===== config.mk =====
export PLATFORM = sky130hd
export DESIGN_NAME = mac_lane
export DESIGN_NICKNAME = d
export VERILOG_FILES = /design/src/common/lenet_pkg.sv /design/src/mac_lane/mac_lane.sv /design/src/verilog/approx_mult8.sv
export SDC_FILE = /design/constraint.sdc
export NUM_CORES = 1
export LEC_CHECK = 0
export ABC_AREA = 1
export BUFFER_PORTS_ARGS = -buffer_cell sky130_fd_sc_hd__buf_2
export CAP_MARGIN = 20
export CELL_PAD_IN_SITES_DETAIL_PLACEMENT = 0
export CELL_PAD_IN_SITES_GLOBAL_PLACEMENT = 1
export CORE_MARGIN = 2
export CORE_UTILIZATION = 45
export DETAILED_ROUTE_END_ITERATION = 10
export PLACE_DENSITY = 0.85
export SLEW_MARGIN = 20
export SYNTH_ARGS = -nofsm -noshare
export SYNTH_HDL_FRONTEND = slang
export SYNTH_SLANG_ARGS = --single-unit

===== constraint.sdc =====
create_clock -name clk -period 2.3 [get_ports clk]
set_input_delay 0.23 -clock clk [delete_from_list [all_inputs] [get_ports clk]]
set_output_delay 0.23 -clock clk [all_outputs]
set_load 0.01 [all_outputs]

===== src/common/lenet_pkg.sv =====
package lenet_pkg;

    localparam int DATA_W  = 8;
    localparam int PROD_W  = 2 * DATA_W;
    localparam int ACC_W   = 20;           // 16 full-scale products fit
    localparam int VEC_LEN = 16;
    localparam int ADDR_W  = 8;            // 256 words
    localparam int CNT_W   = 5;

    localparam logic [CNT_W-1:0] LAST_IDX = CNT_W'(VEC_LEN - 1);

    // lane states
    localparam logic [1:0] ST_IDLE  = 2'd0;
    localparam logic [1:0] ST_FETCH = 2'd1;
    localparam logic [1:0] ST_DRAIN = 2'd2;
    localparam logic [1:0] ST_DONE  = 2'd3;

    // one memory word, raw for the host and RAM, split for the lanes
    typedef union packed {
        logic [2*DATA_W-1:0] raw;
        struct packed {
            logic [DATA_W-1:0] weight;   // upper byte
            logic [DATA_W-1:0] act;
        } pair;
    } mem_word_t;

endpackage


===== src/mac_lane/mac_lane.sv =====
`timescale 1ns/1ps

module mac_lane (
    input  logic                         clk,
    input  logic                         arst_n,
    // job channel
    input  logic                         job_valid,
    output logic                         job_ready,
    input  logic [lenet_pkg::ADDR_W-1:0] job_base,
    // memory read port
    output logic                         req,
    output logic [lenet_pkg::ADDR_W-1:0] req_addr,
    input  logic                         gnt,
    input  logic                         rsp_valid,
    input  lenet_pkg::mem_word_t         rsp_data,
    // result channel
    output logic                         res_valid,
    input  logic                         res_ready,
    output logic [lenet_pkg::ACC_W-1:0]  res_sum
);

    logic [1:0]                        state;
    logic [lenet_pkg::CNT_W-1:0]       issue_cnt;   // grants seen
    logic [lenet_pkg::CNT_W-1:0]       recv_cnt;    // products added
    logic [lenet_pkg::ADDR_W-1:0]      addr_q;
    logic [lenet_pkg::PROD_W-1:0]      mult_p;
    logic [lenet_pkg::PROD_W-1:0]      prod_q;
    logic                              prod_vld;
    logic [lenet_pkg::ACC_W-1:0]       acc_q;
    logic                              job_go;
    logic                              add_last;

    // ##############################
    // multiplier
    // ##############################

    approx_mult8 u_mult (
        .a (rsp_data.pair.act),
        .b (rsp_data.pair.weight),
        .p (mult_p)
    );

    // ##############################
    // control
    // ##############################

    assign job_ready = (state == lenet_pkg::ST_IDLE);
    assign job_go    = job_valid && job_ready;
    assign req       = (state == lenet_pkg::ST_FETCH);
    assign req_addr  = addr_q;
    assign add_last  = prod_vld && (recv_cnt == lenet_pkg::LAST_IDX);
    assign res_valid = (state == lenet_pkg::ST_DONE);
    assign res_sum   = acc_q;

    always_ff @(posedge clk or negedge arst_n) begin
        if (!arst_n) begin
            state     <= lenet_pkg::ST_IDLE;
            issue_cnt <= '0;
            recv_cnt  <= '0;
            prod_vld  <= 1'b0;
        end else begin
            prod_vld <= rsp_valid;
            if (prod_vld) begin
                recv_cnt <= recv_cnt + 1'b1;
            end
            case (state)
                lenet_pkg::ST_IDLE: begin
                    if (job_valid) begin
                        state     <= lenet_pkg::ST_FETCH;
                        issue_cnt <= '0;
                        recv_cnt  <= '0;
                    end
                end
                lenet_pkg::ST_FETCH: begin
                    if (gnt) begin
                        issue_cnt <= issue_cnt + 1'b1;
                        if (issue_cnt == lenet_pkg::LAST_IDX) begin
                            state <= lenet_pkg::ST_DRAIN;   // all reads issued
                        end
                    end
                end
                lenet_pkg::ST_DRAIN: begin
                    if (add_last) begin
                        state <= lenet_pkg::ST_DONE;
                    end
                end
                lenet_pkg::ST_DONE: begin
                    if (res_ready) begin
                        state <= lenet_pkg::ST_IDLE;
                    end
                end
                default: state <= lenet_pkg::ST_IDLE;
            endcase
        end
    end

    // ##############################
    // datapath
    // ##############################

    always_ff @(posedge clk) begin
        if (rsp_valid) begin
            prod_q <= mult_p;   // stage 1, product of the arriving pair
        end
        if (job_go) begin
            addr_q <= job_base;
            acc_q  <= '0;
        end else begin
            if (gnt) begin
                addr_q <= addr_q + 1'b1;
            end
            if (prod_vld) begin
                acc_q <= acc_q + {{(lenet_pkg::ACC_W - lenet_pkg::PROD_W){1'b0}}, prod_q};
            end
        end
    end

    a_res_hold: assert property (
        @(posedge clk) disable iff (!arst_n)
        res_valid && !res_ready |=> res_valid && $stable(res_sum)
    ) else $error("mac_lane: result changed under back-pressure");

endmodule


===== src/verilog/approx_mult8.sv =====
`timescale 1ns/1ps

module approx_mult8 (
    input  logic [lenet_pkg::DATA_W-1:0] a,   // activation
    input  logic [lenet_pkg::DATA_W-1:0] b,   // weight
    output logic [lenet_pkg::PROD_W-1:0] p
);

    logic [lenet_pkg::DATA_W-1:0] row [lenet_pkg::DATA_W];

    // pruned contributions of rows 0..5, bit positions 12 down to 7
    logic [12:7] term0;
    logic [12:7] term1;
    logic [12:7] term2;
    logic [12:7] term3;

    logic [lenet_pkg::PROD_W-1:0] exact_hi;
    logic [lenet_pkg::PROD_W-1:0] pruned;

    // ##############################
    // partial product rows
    // ##############################

    for (genvar i = 0; i < lenet_pkg::DATA_W; i++) begin : g_row
        assign row[i] = b & {lenet_pkg::DATA_W{a[i]}};
    end

    // ##############################
    // pruned lower rows
    // ##############################

    assign term0[7]  = row[0][6] & row[1][5];
    assign term0[8]  = row[0][7] ^ row[1][6];
    assign term0[9]  = row[2][7] | row[3][6];
    assign term0[10] = row[2][7] & row[3][6];
    assign term0[11] = row[4][7] & row[5][6];
    assign term0[12] = row[5][7];

    assign term1[7]  = row[0][7] & row[1][6];
    assign term1[8]  = row[2][5] | row[3][4];
    assign term1[9]  = row[4][4] | row[5][3];
    assign term1[10] = row[3][7];
    assign term1[11] = row[4][7] | row[5][6];
    assign term1[12] = 1'b0;

    assign term2[7]  = row[4][2] | row[5][1];
    assign term2[8]  = row[2][6] | row[3][5];
    assign term2[9]  = row[4][5] & row[5][4];
    assign term2[10] = row[4][6] & row[5][5];
    assign term2[11] = 1'b0;
    assign term2[12] = 1'b0;

    // only two bits survive in the last group
    assign term3[7]  = 1'b0;
    assign term3[8]  = 1'b0;
    assign term3[9]  = row[4][5] | row[5][4];
    assign term3[10] = row[4][6] | row[5][5];
    assign term3[11] = 1'b0;
    assign term3[12] = 1'b0;

    // ##############################
    // final sum
    // ##############################

    assign exact_hi = {2'b00, row[6], 6'b0} + {1'b0, row[7], 7'b0};

    assign pruned = {3'b000, term0, 7'b0}
                  + {3'b000, term1, 7'b0}
                  + {3'b000, term2, 7'b0}
                  + {3'b000, term3, 7'b0};

    assign p = exact_hi + pruned;   // bits 6..0 of the pruned part stay zero

endmodule


==> impl_metrics.py <==
metrics = {
    "sta": {
        "setup_violations": 8,
        "final-hold-violation-count": 0,
        "fin_crit_sh": 1.63,
        "holdWs_ps": 180,
        "setup_tns_ps": -8490,
        "period_minus_slack_ps": 3740,
        "rsz0062_at_grt": "yes",
        "final.setup_skew_ps": 4.98,
        "fmax_ghz": 0.267,
        "postLayoutSetupSlackWorst_ps": -1440,
        "final-max-slew-violation-count": 0,
    },
    "synthesis": {
        "synth.largest_area_cell": "edfxtp_1",
        "ys_seq_elements": 45,
        "synth_cell_types": 35,
        "ys_top_cells_by_area": "edfxtp_1, ha_1, nand2_1",
        "synth_top_area_frac": 0.145,
        "ys_async_sr_fraction": 0.289,
        "yosys.cell_count.top_type": "nand2_1",
        "synth_area_um2": 3720,
        "ys_warn_count": 0,
        "netlist_instances": 484,
        "ys.flop_type": "edfxtp_1",
        "avgSynthCellArea_um2": 7.68,
        "ys_top_cells_by_count": "nand2_1, inv_1, nor2_1, ha_1, nand3_1",
        "synth-seq-area-share": 0.308,
        "synth_edf_count": 18,
    },
    "power_and_ir_drop": {
        "peakVddDrop_v": 0.000444,
        "total_power_mw": 5.36,
        "power_leakage_nw": 2.50,
        "p_per_area_nw_per_um2": 1120,
    },
    "worst_setup_path": {
        "path_cells": "buf_8 > nand2_8 > inv_4 > ha_4 > ha_4 > fa_2 > xor2_2 > fa_1 > fa_1 > inv_1 > fa_1 > inv_2 > ha_4 > fa_2 > nand3_2 > nand3_2 > nand2_1 > nand2_1 > a21oi_2 > xor2_1",
        "r2r-start": "state[0]",
        "start_kind": "input pin",
        "endpoint_kind": "register",
        "slowest_delay_ps": 500,
        "cp.required_ps": 2360,
        "crit_type": "in -> reg",
        "crit_slowest_cell": "fa_1",
        "cp_data_arrival_time_ps": 3800,
        "critPathLaunch": "rsp_data[1]",
        "worstPathMaxFanout": 2,
    },
    "clocking": {
        "htreeDepth": 2,
        "cts.path.max_buffers": 2,
        "cts_root_buf": "clkbuf_8",
        "cts_inserted_buffers": 5,
        "clk_latency_ps": 300,
        "cts_sinks": 45,
        "clkTransAtPathRegs_ps": 90,
        "cts_tree": "yes",
    },
    "floorplan": {
        "die_y_um": 94.9,
        "die_x_um": 94.9,
        "io_pins": 61,
        "start_util": 0.459,
        "rows": 33,
        "design.core.area_um2": 8090,
        "die_area_um2": 9010,
    },
    "finish": {
        "finalNetCount": 661,
        "synthToLayoutAreaGrowth_pct": 28.4,
        "antennaDiodeCount": 0,
        "finalNonFillerCells": 682,
        "design_area_um2": 4770,
        "fillers": 762,
        "multiInputGateArea_um2": 2410,
        "drive_above_1_share": 0.265,
        "seq_area_um2": 1150,
    },
    "place": {
        "io_buffers": 54,
        "dp_hpwl_um": 6400,
        "dp.cells": 666,
        "gp_congestion": 0.911,
        "placed_area_um2": 4440,
    },
    "outcome": {
        "violations": "setup timing",
        "status": "finished with violations",
    },
    "grt": {
        "grt-ovfl-total": 0,
        "antenna_found_initial": 0,
        "grt_util_all_layers": 0.192,
        "grt_pass1_vias": 3175,
        "grt_first_pass_wirelength_um": 13600,
        "grt_max_degree": 23,
    },
    "worst_hold_path": {
        "min_path_type": "in -> reg",
        "hp-start": "rsp_valid",
    },
    "route": {
        "vias_per_cell": 4.75,
        "routedWlPerCell_um": 11.6,
        "drt_iter0_markers": 88,
        "route.detailed.drc": 0,
        "num_vias": 3241,
        "ant_nets": 0,
        "dr.pass1.iters": 4,
        "wl_um": 7950,
    },
    "job": {
        "drv_cap": 0,
    },
}
## state kept, by name, indices dropped and copies added, names as in the netlist
name	cells
recv_cnt	5
req_addr	8
state	2
res_sum	14
prod_vld	1
prod_q	10
issue_cnt	5
## final cells by class
type	count	share of cell area
multi-input cells	340	0.506
flip-flops and latches	45	0.240
repair buffers	94	0.130
inverters	90	0.0713
well taps	105	0.0275
clock buffers	7	0.0225
clock inverters	1	0.00236
## what timing repair did
| item | 4_1_cts | 5_1_grt |
|---|---|---|
| setup buffers | 5 | 2 |
| pin swaps | 16 | 18 |
| setup endpoints to repair | 8 | 8 |
| resized for setup | 27 | 7 |
| hold buffers | 1 | 0 |
| endpoints found under the hold margin | 13 | 0 |
## worst max-delay path, delay by kind of cell
kind / cells / cell delay, ps
fa+ha+maj: 8 / 2640
simple gates: 5 / 310
xor+xnor: 2 / 230
buf+inv: 4 / 230
compound gates: 1 / 140
## path summary, 6_finish.rpt
kind	endpoint	slack (ps)	cells past startpoint
min in group asynchronous	state[0]	340	2
min reg2reg	issue_cnt[0]	510	1
max in group asynchronous	recv_cnt[4]	1740	2
min	prod_vld	180	1
max	prod_q[15]	-1440	20
max reg2reg	req_addr[1]	490	5
## kinds of logic (layout without fill, tap and decap cells)
logic type,after synthesis,in the layout,synth area share
adder cells (fa/ha/maj),55,55,0.217
XOR/XNOR,18,18,0.0424
AO/OA/AOI/OAI,52,52,0.0821
multiplexers,1,1,0.00269
flip-flops,45,45,0.308
AND/OR/NAND/NOR,208,208,0.233
other,1,6,0.00101
buffers and inverters,104,192,0.114
## report_power, final
part	leakage, nW	internal [mW]	switching [mW]
clock network	0.0615	0.318	0.288
logic	1.97	1.38	1.86
registers	0.462	1.26	0.262
## layer usage
metal | vias to the layer above | share of wire | GRT usage
met5 | - | 0 | 0
met4 | 0 | 0.023 | 0.0592
met3 | 14 | 0.032 | 0.0247
met2 | 60 | 0.52 | 0.365
met1 | 1465 | 0.43 | 0.222
li1 | 1702 | - | -
## per-stage QoR
step,worst slack [ps],utilization
finish,-1440,0.590
global route,-1570,0.590
CTS,-1450,0.583
detailed placement,-1840,0.549
global placement,-1770,0.549
floorplan,-1540,-
## layout by cell type, fill, tap and decap left out, types with 2 or more instances in the layout
master / n
a21o_1: 2
a21oi_1: 11
a21oi_2: 5
buf_2: 50
buf_4: 36
buf_6: 5
clkbuf_8: 6
conb_1: 6
dfrtp_1: 13
dfxtp_1: 14
edfxtp_1: 18
fa_1: 14
fa_2: 2
ha_1: 30
ha_4: 9
inv_1: 79
inv_2: 10
nand2_1: 111
nand2_2: 6
nand3_1: 27
nand3_2: 7
nor2_1: 44
nor3_1: 7
o21ai_0: 18
o21ai_1: 4
o22ai_1: 2
xnor2_1: 7
xor2_1: 9
xor2_2: 2
No activity file was read; power rests on OpenSTA's default activity.
