File: src/common/lenet_pkg.sv
package lenet_pkg;

    localparam int DATA_W  = 8;
    localparam int PROD_W  = 2 * DATA_W;
    localparam int ACC_W   = 20;           // 16 full-scale products fit
    localparam int VEC_LEN = 16;
    localparam int ADDR_W  = 8;            // 256 words
    localparam int CNT_W   = 5;

    localparam logic [CNT_W-1:0] LAST_IDX = CNT_W'(VEC_LEN - 1);

    // lane states
    localparam logic [1:0] ST_IDLE  = 2'd0;
    localparam logic [1:0] ST_FETCH = 2'd1;
    localparam logic [1:0] ST_DRAIN = 2'd2;
    localparam logic [1:0] ST_DONE  = 2'd3;

    // one memory word, raw for the host and RAM, split for the lanes
    typedef union packed {
        logic [2*DATA_W-1:0] raw;
        struct packed {
            logic [DATA_W-1:0] weight;   // upper byte
            logic [DATA_W-1:0] act;
        } pair;
    } mem_word_t;

endpackage

File: src/verilog/mem_arbiter.sv
`timescale 1ns/1ps

module mem_arbiter (
    input  logic                         clk,
    input  logic                         arst_n,
    // host load channel
    input  logic                         load_valid,
    output logic                         load_ready,
    input  logic [lenet_pkg::ADDR_W-1:0] load_addr,
    input  lenet_pkg::mem_word_t         load_data,
    // lane read requests
    input  logic                         req_0,
    input  logic                         req_1,
    input  logic [lenet_pkg::ADDR_W-1:0] req_addr_0,
    input  logic [lenet_pkg::ADDR_W-1:0] req_addr_1,
    output logic                         gnt_0,
    output logic                         gnt_1,
    // read responses
    output logic                         rsp_valid_0,
    output logic                         rsp_valid_1,
    output lenet_pkg::mem_word_t         rsp_data,
    // RAM side
    output logic                         ram_en,
    output logic                         ram_we,
    output logic [lenet_pkg::ADDR_W-1:0] ram_addr,
    output lenet_pkg::mem_word_t         ram_wdata,
    input  lenet_pkg::mem_word_t         ram_rdata
);

    logic rr_ptr;     // 1 = lane 1 preferred
    logic rsp_pend;
    logic rsp_tag;    // lane owning the pending response

    assign load_ready = load_valid;   // host always wins

    always_comb begin
        gnt_0 = 1'b0;
        gnt_1 = 1'b0;
        if (!load_valid) begin
            if (req_0 && req_1) begin
                gnt_0 = !rr_ptr;
                gnt_1 = rr_ptr;
            end else begin
                gnt_0 = req_0;
                gnt_1 = req_1;
            end
        end
    end

    assign ram_en    = load_valid || gnt_0 || gnt_1;
    assign ram_we    = load_valid;
    assign ram_addr  = load_valid ? load_addr : (gnt_1 ? req_addr_1 : req_addr_0);
    assign ram_wdata = load_data;

    always_ff @(posedge clk or negedge arst_n) begin
        if (!arst_n) begin
            rr_ptr   <= 1'b0;
            rsp_pend <= 1'b0;
            rsp_tag  <= 1'b0;
        end else begin
            if (gnt_0 || gnt_1) begin
                rr_ptr <= gnt_0;   // point at the other lane
            end
            rsp_pend <= gnt_0 || gnt_1;
            rsp_tag  <= gnt_1;
        end
    end

    assign rsp_valid_0 = rsp_pend && !rsp_tag;
    assign rsp_valid_1 = rsp_pend && rsp_tag;
    assign rsp_data    = ram_rdata;   // shared by both lanes

    a_one_owner: assert property (
        @(posedge clk) disable iff (!arst_n) $onehot0({gnt_0, gnt_1, load_ready})
    ) else $error("mem_arbiter: more than one requester granted");

endmodule
File: config.mk
export PLATFORM = sky130hd
export DESIGN_NAME = mem_arbiter
export DESIGN_NICKNAME = d
export VERILOG_FILES = /design/src/common/lenet_pkg.sv /design/src/verilog/mem_arbiter.sv
export SDC_FILE = /design/constraint.sdc
export NUM_CORES = 1
export LEC_CHECK = 0
export BUFFER_PORTS_ARGS = -buffer_cell sky130_fd_sc_hd__buf_4
export CAP_MARGIN = 20
export CORE_MARGIN = 1
export CORE_UTILIZATION = 27
export DETAILED_ROUTE_END_ITERATION = 7
export PLACE_DENSITY = 0.8
export SYNTH_ARGS = -nofsm -noshare
export SYNTH_HDL_FRONTEND = slang
export SYNTH_SLANG_ARGS = --single-unit
File: constraint.sdc
create_clock -name clk -period 2.3 [get_ports clk]
set_input_delay 0.46 -clock clk [delete_from_list [all_inputs] [get_ports clk]]
set_output_delay 0.46 -clock clk [all_outputs]
set_load 0.03 [all_outputs]
==> results of run 1 <==
-- final cells by class --
| cell class | count | area share [%] |
|---|---|---|
| clock buffer | 4 | 3.81 |
| timing repair buffer | 44 | 48.3 |
| multi-input combinational | 28 | 31.6 |
| tap | 27 | 4.90 |
| sequential | 3 | 10.9 |
| inverter | 1 | 0.544 |
-- what timing repair did --
| item | CTS | global route |
|---|---|---|
| endpoints found under the hold margin | 0 | 1 |
| resized for setup | 0 | 0 |
| hold buffers | 0 | 1 |
-- worst min-delay path by stage --
| stage | startpoint | depth (start not counted) | end |
|---|---|---|---|
| after floorplan | arst_n | 0 | rr_ptr |
| after global placement | arst_n | 1 | rr_ptr |
| after detailed placement | arst_n | 1 | rr_ptr |
| after CTS | arst_n | 1 | rsp_pend |
| after global routing | req_0 | 3 | rsp_pend |
| final | req_0 | 3 | rsp_pend |
-- cell usage in the layout (no fill, tap or decap) --
cell / instances
buf_4: 43
and2_1: 9
a221o_1: 8
clkbuf_4: 3
dfrtp_1: 3
nor2_1: 2
o21ai_0: 2
inv_2: 1
nor2b_4: 1
nor3_4: 1
o21ba_1: 1
nand2b_1: 1
a21oi_1: 1
nor2b_1: 1
or3_1: 1
clkbuf_1: 1
dlygate4sd3_1: 1
-- power by group --
group	total [uW]	internal, uW	switching, uW
clock network	92.8	65.0	27.8
registers	65.5	58.9	6.62
logic	166	80.7	85.0
total	324	205	119
-- metal layers --
layer,global-route usage [%],wire length [um],vias to the layer above
li1,-,-,222
met1,9.38,472,213
met2,24.1,772,56
met3,4.53,198,10
met4,6.67,38,0
met5,0,0,-
-- stage by stage --
step / worst slack, ns / cells / utilization (%) / hold WS [ns] / total power, uW
CTS: 0.309 / 106 / 34.6 / 0.00122 / 328
finish: 0.336 / 107 / 35.1 / 0.480 / 324
detailed placement: 0.334 / 102 / 33.3 / 0.251 / 232
floorplan: 0.413 / 68 / - / 0.164 / 262
global placement: 0.345 / 102 / 33.3 / 0.249 / 228
global route: 0.211 / 107 / 35.1 / 0.504 / 346
-- registers in the layout, summed over array words and instances (netlist names) --
name      flops
rsp_tag       1
rr_ptr        1
rsp_pend      1
-- kinds of logic (layout without fill, tap and decap cells) --
| group | after synthesis | count (layout) | synth area share, % |
|---|---|---|---|
| simple gates | 16 | 16 | 19.9 |
| flops | 3 | 3 | 13.2 |
| buf+inv | 37 | 49 | 48.3 |
| compound gates | 12 | 12 | 18.5 |
-- critical path, stage by stage, from the launching register on --
cell	delay (ns)
dfrtp_1	0.42
nor2b_4	0.16
o21ba_1	0.32
a221o_1	0.21
buf_4	0.16
==> summary.txt, run 1 <==
Yosys
  • Post-synth EDFFs: 0
  • Post-synthesis instance total: 68
  • Ys Warns: 0
  • Syn_nets: 129
  • Post-synth top area share: 45.0%
  • Synth cell count leaders: buf_4 (34), and2_1 (9), a221o_1 (8), dfrtp_1 (3)
  • Top-count cell post-synth: buf_4
  • Seq/Total Area, Yosys: 13.2%
  • Ys flop type: dfrtp_1
  • Synth Area per Inst: 8.34 um2
  • #FFs+latches synth: 3
  • Synth area leaders: buf_4 (45%), a221o_1 (14%), dfrtp_1 (13%), and2_1 (9.9%), nor3_4 (2.9%)
  • Count of cell types in the netlist: 16
  • Share of flip-flops with an asynchronous set or reset: 100%
  • Yosys top cell by area: buf_4
  • Synth Cell Area: 567 um2

Detailed routing
  • Via count: 501
  • Routed Antenna Nets: 0
  • Vias per inst: 4.68
  • Drt pass-1 iters: 4
  • Avg WL per Cell: 13.8 um
  • Drt initial violations: 9
  • Residual DRC count: 0
  • Post-Route WL: 1.48 mm

Power
  • Leakage: 0.000354 uW
  • VDD IR max: 286 uV
  • Power Dens Cells: 470 mW/mm2

Die
  • IO Pins: 108
  • Die Y: 47.8 um
  • Full die area: 0.00229 mm2
  • Core area: 0.00196 mm2
  • DIE WIDTH: 47.8 um
  • Site Rows: 16
  • Initial Util: 28.9%

Timing
  • Setup TNS: 0 ns
  • Relative slew slack: 70.3%
  • Final min period: 1.96 ns
  • Least-Margin Pin Slew: 0.444 ns
  • Final setup violating endpoints: 0
  • RSZ-0062 raised after global routing: false
  • Pins over their slew limit: 0
  • Final Hold Vio Count: 0
  • Tcrit/Tclk final: 85.4%
  • Fmax: 0.509 GHz
  • Post-Route Skew: 0.0000133 ns

Worst setup path
  • Arrival time at the worst endpoint: 1.50 ns
  • Req. time, crit path: 1.84 ns
  • CP Launch Type: flop
  • R2R cell count: 2
  • Worst Setup End Kind: output port
  • Worst r2r src: rr_ptr
  • Worst setup startpoint: rr_ptr
  • Worst r2r dst: rsp_tag
  • Critical Path End: ram_addr[4]
  • Register-to-register setup slack: 1.30 ns
  • Kind of critical path: reg2out
  • CP Max Fanout: 8

Clocking
  • Post-CTS Setup Inserts: 0
  • Longest Clk Path Bufs: 2
  • CTS tree: yes
  • Root Driver: clkbuf_4
  • Clk sinks: 3
  • Worst skew pair latency: 0.22 ns
  • Clock Pin Slew Worst Setup and Hold Paths: 0.04 ns
  • TritonCTS buffer count: 3
  • Htree depth: 1

Finish
  • Finished Cell Area: 689 um2
  • Storage element area: 75.1 um2
  • P&R area growth vs syn: 21.6%
  • Antenna fix cells: 0
  • Fillers: 210
  • Multi-input logic area: 218 um2
  • Layout cell share with drive strength beyond 1: 61.3%
  • Final net count: 142

GRT
  • Vias in the first global route: 425
  • GRT Total Usage: 11.9%
  • Global-route wire length before repair: 1.83 mm
  • Overflow after GRT: 0
  • Antenna violations before repair: 0
  • Largest net degree at the start of global routing: 17

Run
  • Max Cap Violations: 0

Placed design
  • Port bufs: 43
  • Area of placed instances: 653 um2
  • DP Wirelength: 1.19 mm
  • Gpl congestion: 0.642

Outcome
  • Status: completed

Hold path
  • Worst min-delay path class: in2reg
Note: power is estimated with default switching activity, not from simulation.
==> inputs of run 2 (changes only) <==
Settings changed: CORE_UTILIZATION 27 to 25, CTS_CLUSTER_SIZE set to 24, PLACE_DENSITY 0.8 to 0.75.
Clock period 2.3 ns to 2.1 ns, I/O delays scaled along.
==> summary.txt, run 2 (synthesis results as in run 1) <==
Timing
  • RSZ-0062 raised after global routing: false
  • Tcrit/Tclk final: 91.3%
  • Fmax: 0.522 GHz
  • Final setup violating endpoints: 0
  • Final worst slack: 0.184 ns
  • Setup TNS: 0 ns
  • Pins over their slew limit: 0
  • Least-Margin Pin Slew: 0.463 ns
  • Final min period: 1.92 ns
  • Post-Route Skew: 0.00213 ns
  • Final Hold Vio Count: 0
  • Relative slew slack: 69.0%

Finish
  • Commonest non-fill, non-tap cell in the layout: buf_4
  • Commonest non-fill, non-tap cells in the layout: buf_4 (43), and2_1 (9), a221o_1 (8)
  • Antenna fix cells: 0
  • Layout cell share with drive strength beyond 1: 61.3%
  • Post-Layout Cell Count: 107
  • Final net count: 142
  • Regs by FF count: rr_ptr (1), rsp_pend (1), rsp_tag (1)
  • P&R area growth vs syn: 21.6%
  • Final Core Density: 33.8%

Worst setup path
  • Arrival time at the worst endpoint: 1.50 ns
  • CP Max Fanout: 8
  • CP Launch Type: flop
  • Req. time, crit path: 1.68 ns
  • Register-to-register setup slack: 1.09 ns
  • Kind of critical path: reg2out
  • Worst Setup End Kind: output port

Die
  • Full die area: 0.00246 mm2
  • Core area: 0.00204 mm2
  • Die Y: 49.6 um
  • IO Pins: 108
  • Site Rows: 16
  • Initial Util: 27.8%
  • DIE WIDTH: 49.6 um

Detailed routing
  • Drt initial violations: 3
  • Post-Route WL: 1.33 mm
  • Routed Antenna Nets: 0
  • Avg WL per Cell: 12.4 um
  • Residual DRC count: 0
  • Via count: 500
  • Drt pass-1 iters: 3
  • Vias per inst: 4.67

GRT
  • Vias in the first global route: 499
  • Largest net degree at the start of global routing: 17
  • Overflow after GRT: 0
  • Global-route wire length before repair: 2.11 mm
  • GRT Total Usage: 11.3%
  • Antenna violations before repair: 0

Placed design
  • Dpl cells: 102
  • DP Wirelength: 1.06 mm
  • Gpl congestion: 0.670
  • Port bufs: 43
  • Pre-CTS setup slack: 0.227 ns

Run
  • Max Cap Violations: 0

Clocking
  • TritonCTS buffer count: 3
  • CTS tree: yes
  • Clock Pin Slew Worst Setup and Hold Paths: 0.03 ns
  • Worst skew pair latency: 0.23 ns
  • Clk sinks: 3
  • Htree depth: 1
  • Longest Clk Path Bufs: 2
  • Root Driver: clkbuf_4

Power
  • Power Dens Cells: 511 mW/mm2
  • VDD IR max: 156 uV
  • Leakage: 0.000354 uW

Hold path
  • Worst min-delay path class: in2reg

Outcome
  • Status: completed
-- run 2: worst paths after layout --
path / from / endpoint / depth (start not counted)
setup / recovery: rr_ptr / ram_addr[3] / 4
hold / removal: req_0 / rsp_pend / 3
setup reg to reg: rr_ptr / rsp_tag / 2
hold reg to reg: rr_ptr / rr_ptr / 1
max in group asynchronous: arst_n / rr_ptr / 2
min in group asynchronous: arst_n / rsp_tag / 2
-- run 2: layout make-up --
type | instances | area, um2
Inverter | 1 | 3.75
Fill cell | 227 | 1350
Sequential cell | 3 | 75.1
Tap cell | 27 | 33.8
Clock buffer | 4 | 26.3
Timing Repair Buffer | 44 | 333
Multi-Input combinational cell | 28 | 218
-- run 2: what timing repair did --
action / in CTS / in global routing
resized for setup: 0 / 0
hold buffers: 1 / 0
endpoints found under the hold margin: 3 / 0
setup buffers: 0 / 0
setup endpoints to repair: 0 / 0
-- run 2: layer usage --
metal  global-route usage [%]  vias up  routed length [um]
met5                        0        -                   0
met4                     11.9        0                  68
met3                     3.40       20                 183
met2                     19.8       34                 648
met1                     9.65      224                 432
li1                         -      222                   -
-- run 2: worst max-delay path: stages, from the launching register on --
cell and delay (ns):
dfrtp_1 0.42, nor2b_4 0.16, o21ba_1 0.32, a221o_1 0.21, buf_4 0.16
-- run 2: where the power goes --
group	internal [uW]	switching (uW)	total, uW
logic	88.4	90.7	179
clock network	71.3	31.2	102
registers	64.5	6.58	71.0
total	224	128	353
-- run 2: per-stage QoR --
stage / hold slack [ns] / power [uW] / instance area [um2]
detailed placement: 0.210 / 251 / 653
CTS: 0.434 / 360 / 689
floorplan: 0.124 / 287 / 567
finish: 0.438 / 353 / 689
global placement: 0.208 / 248 / 653
global route: 0.443 / 378 / 689
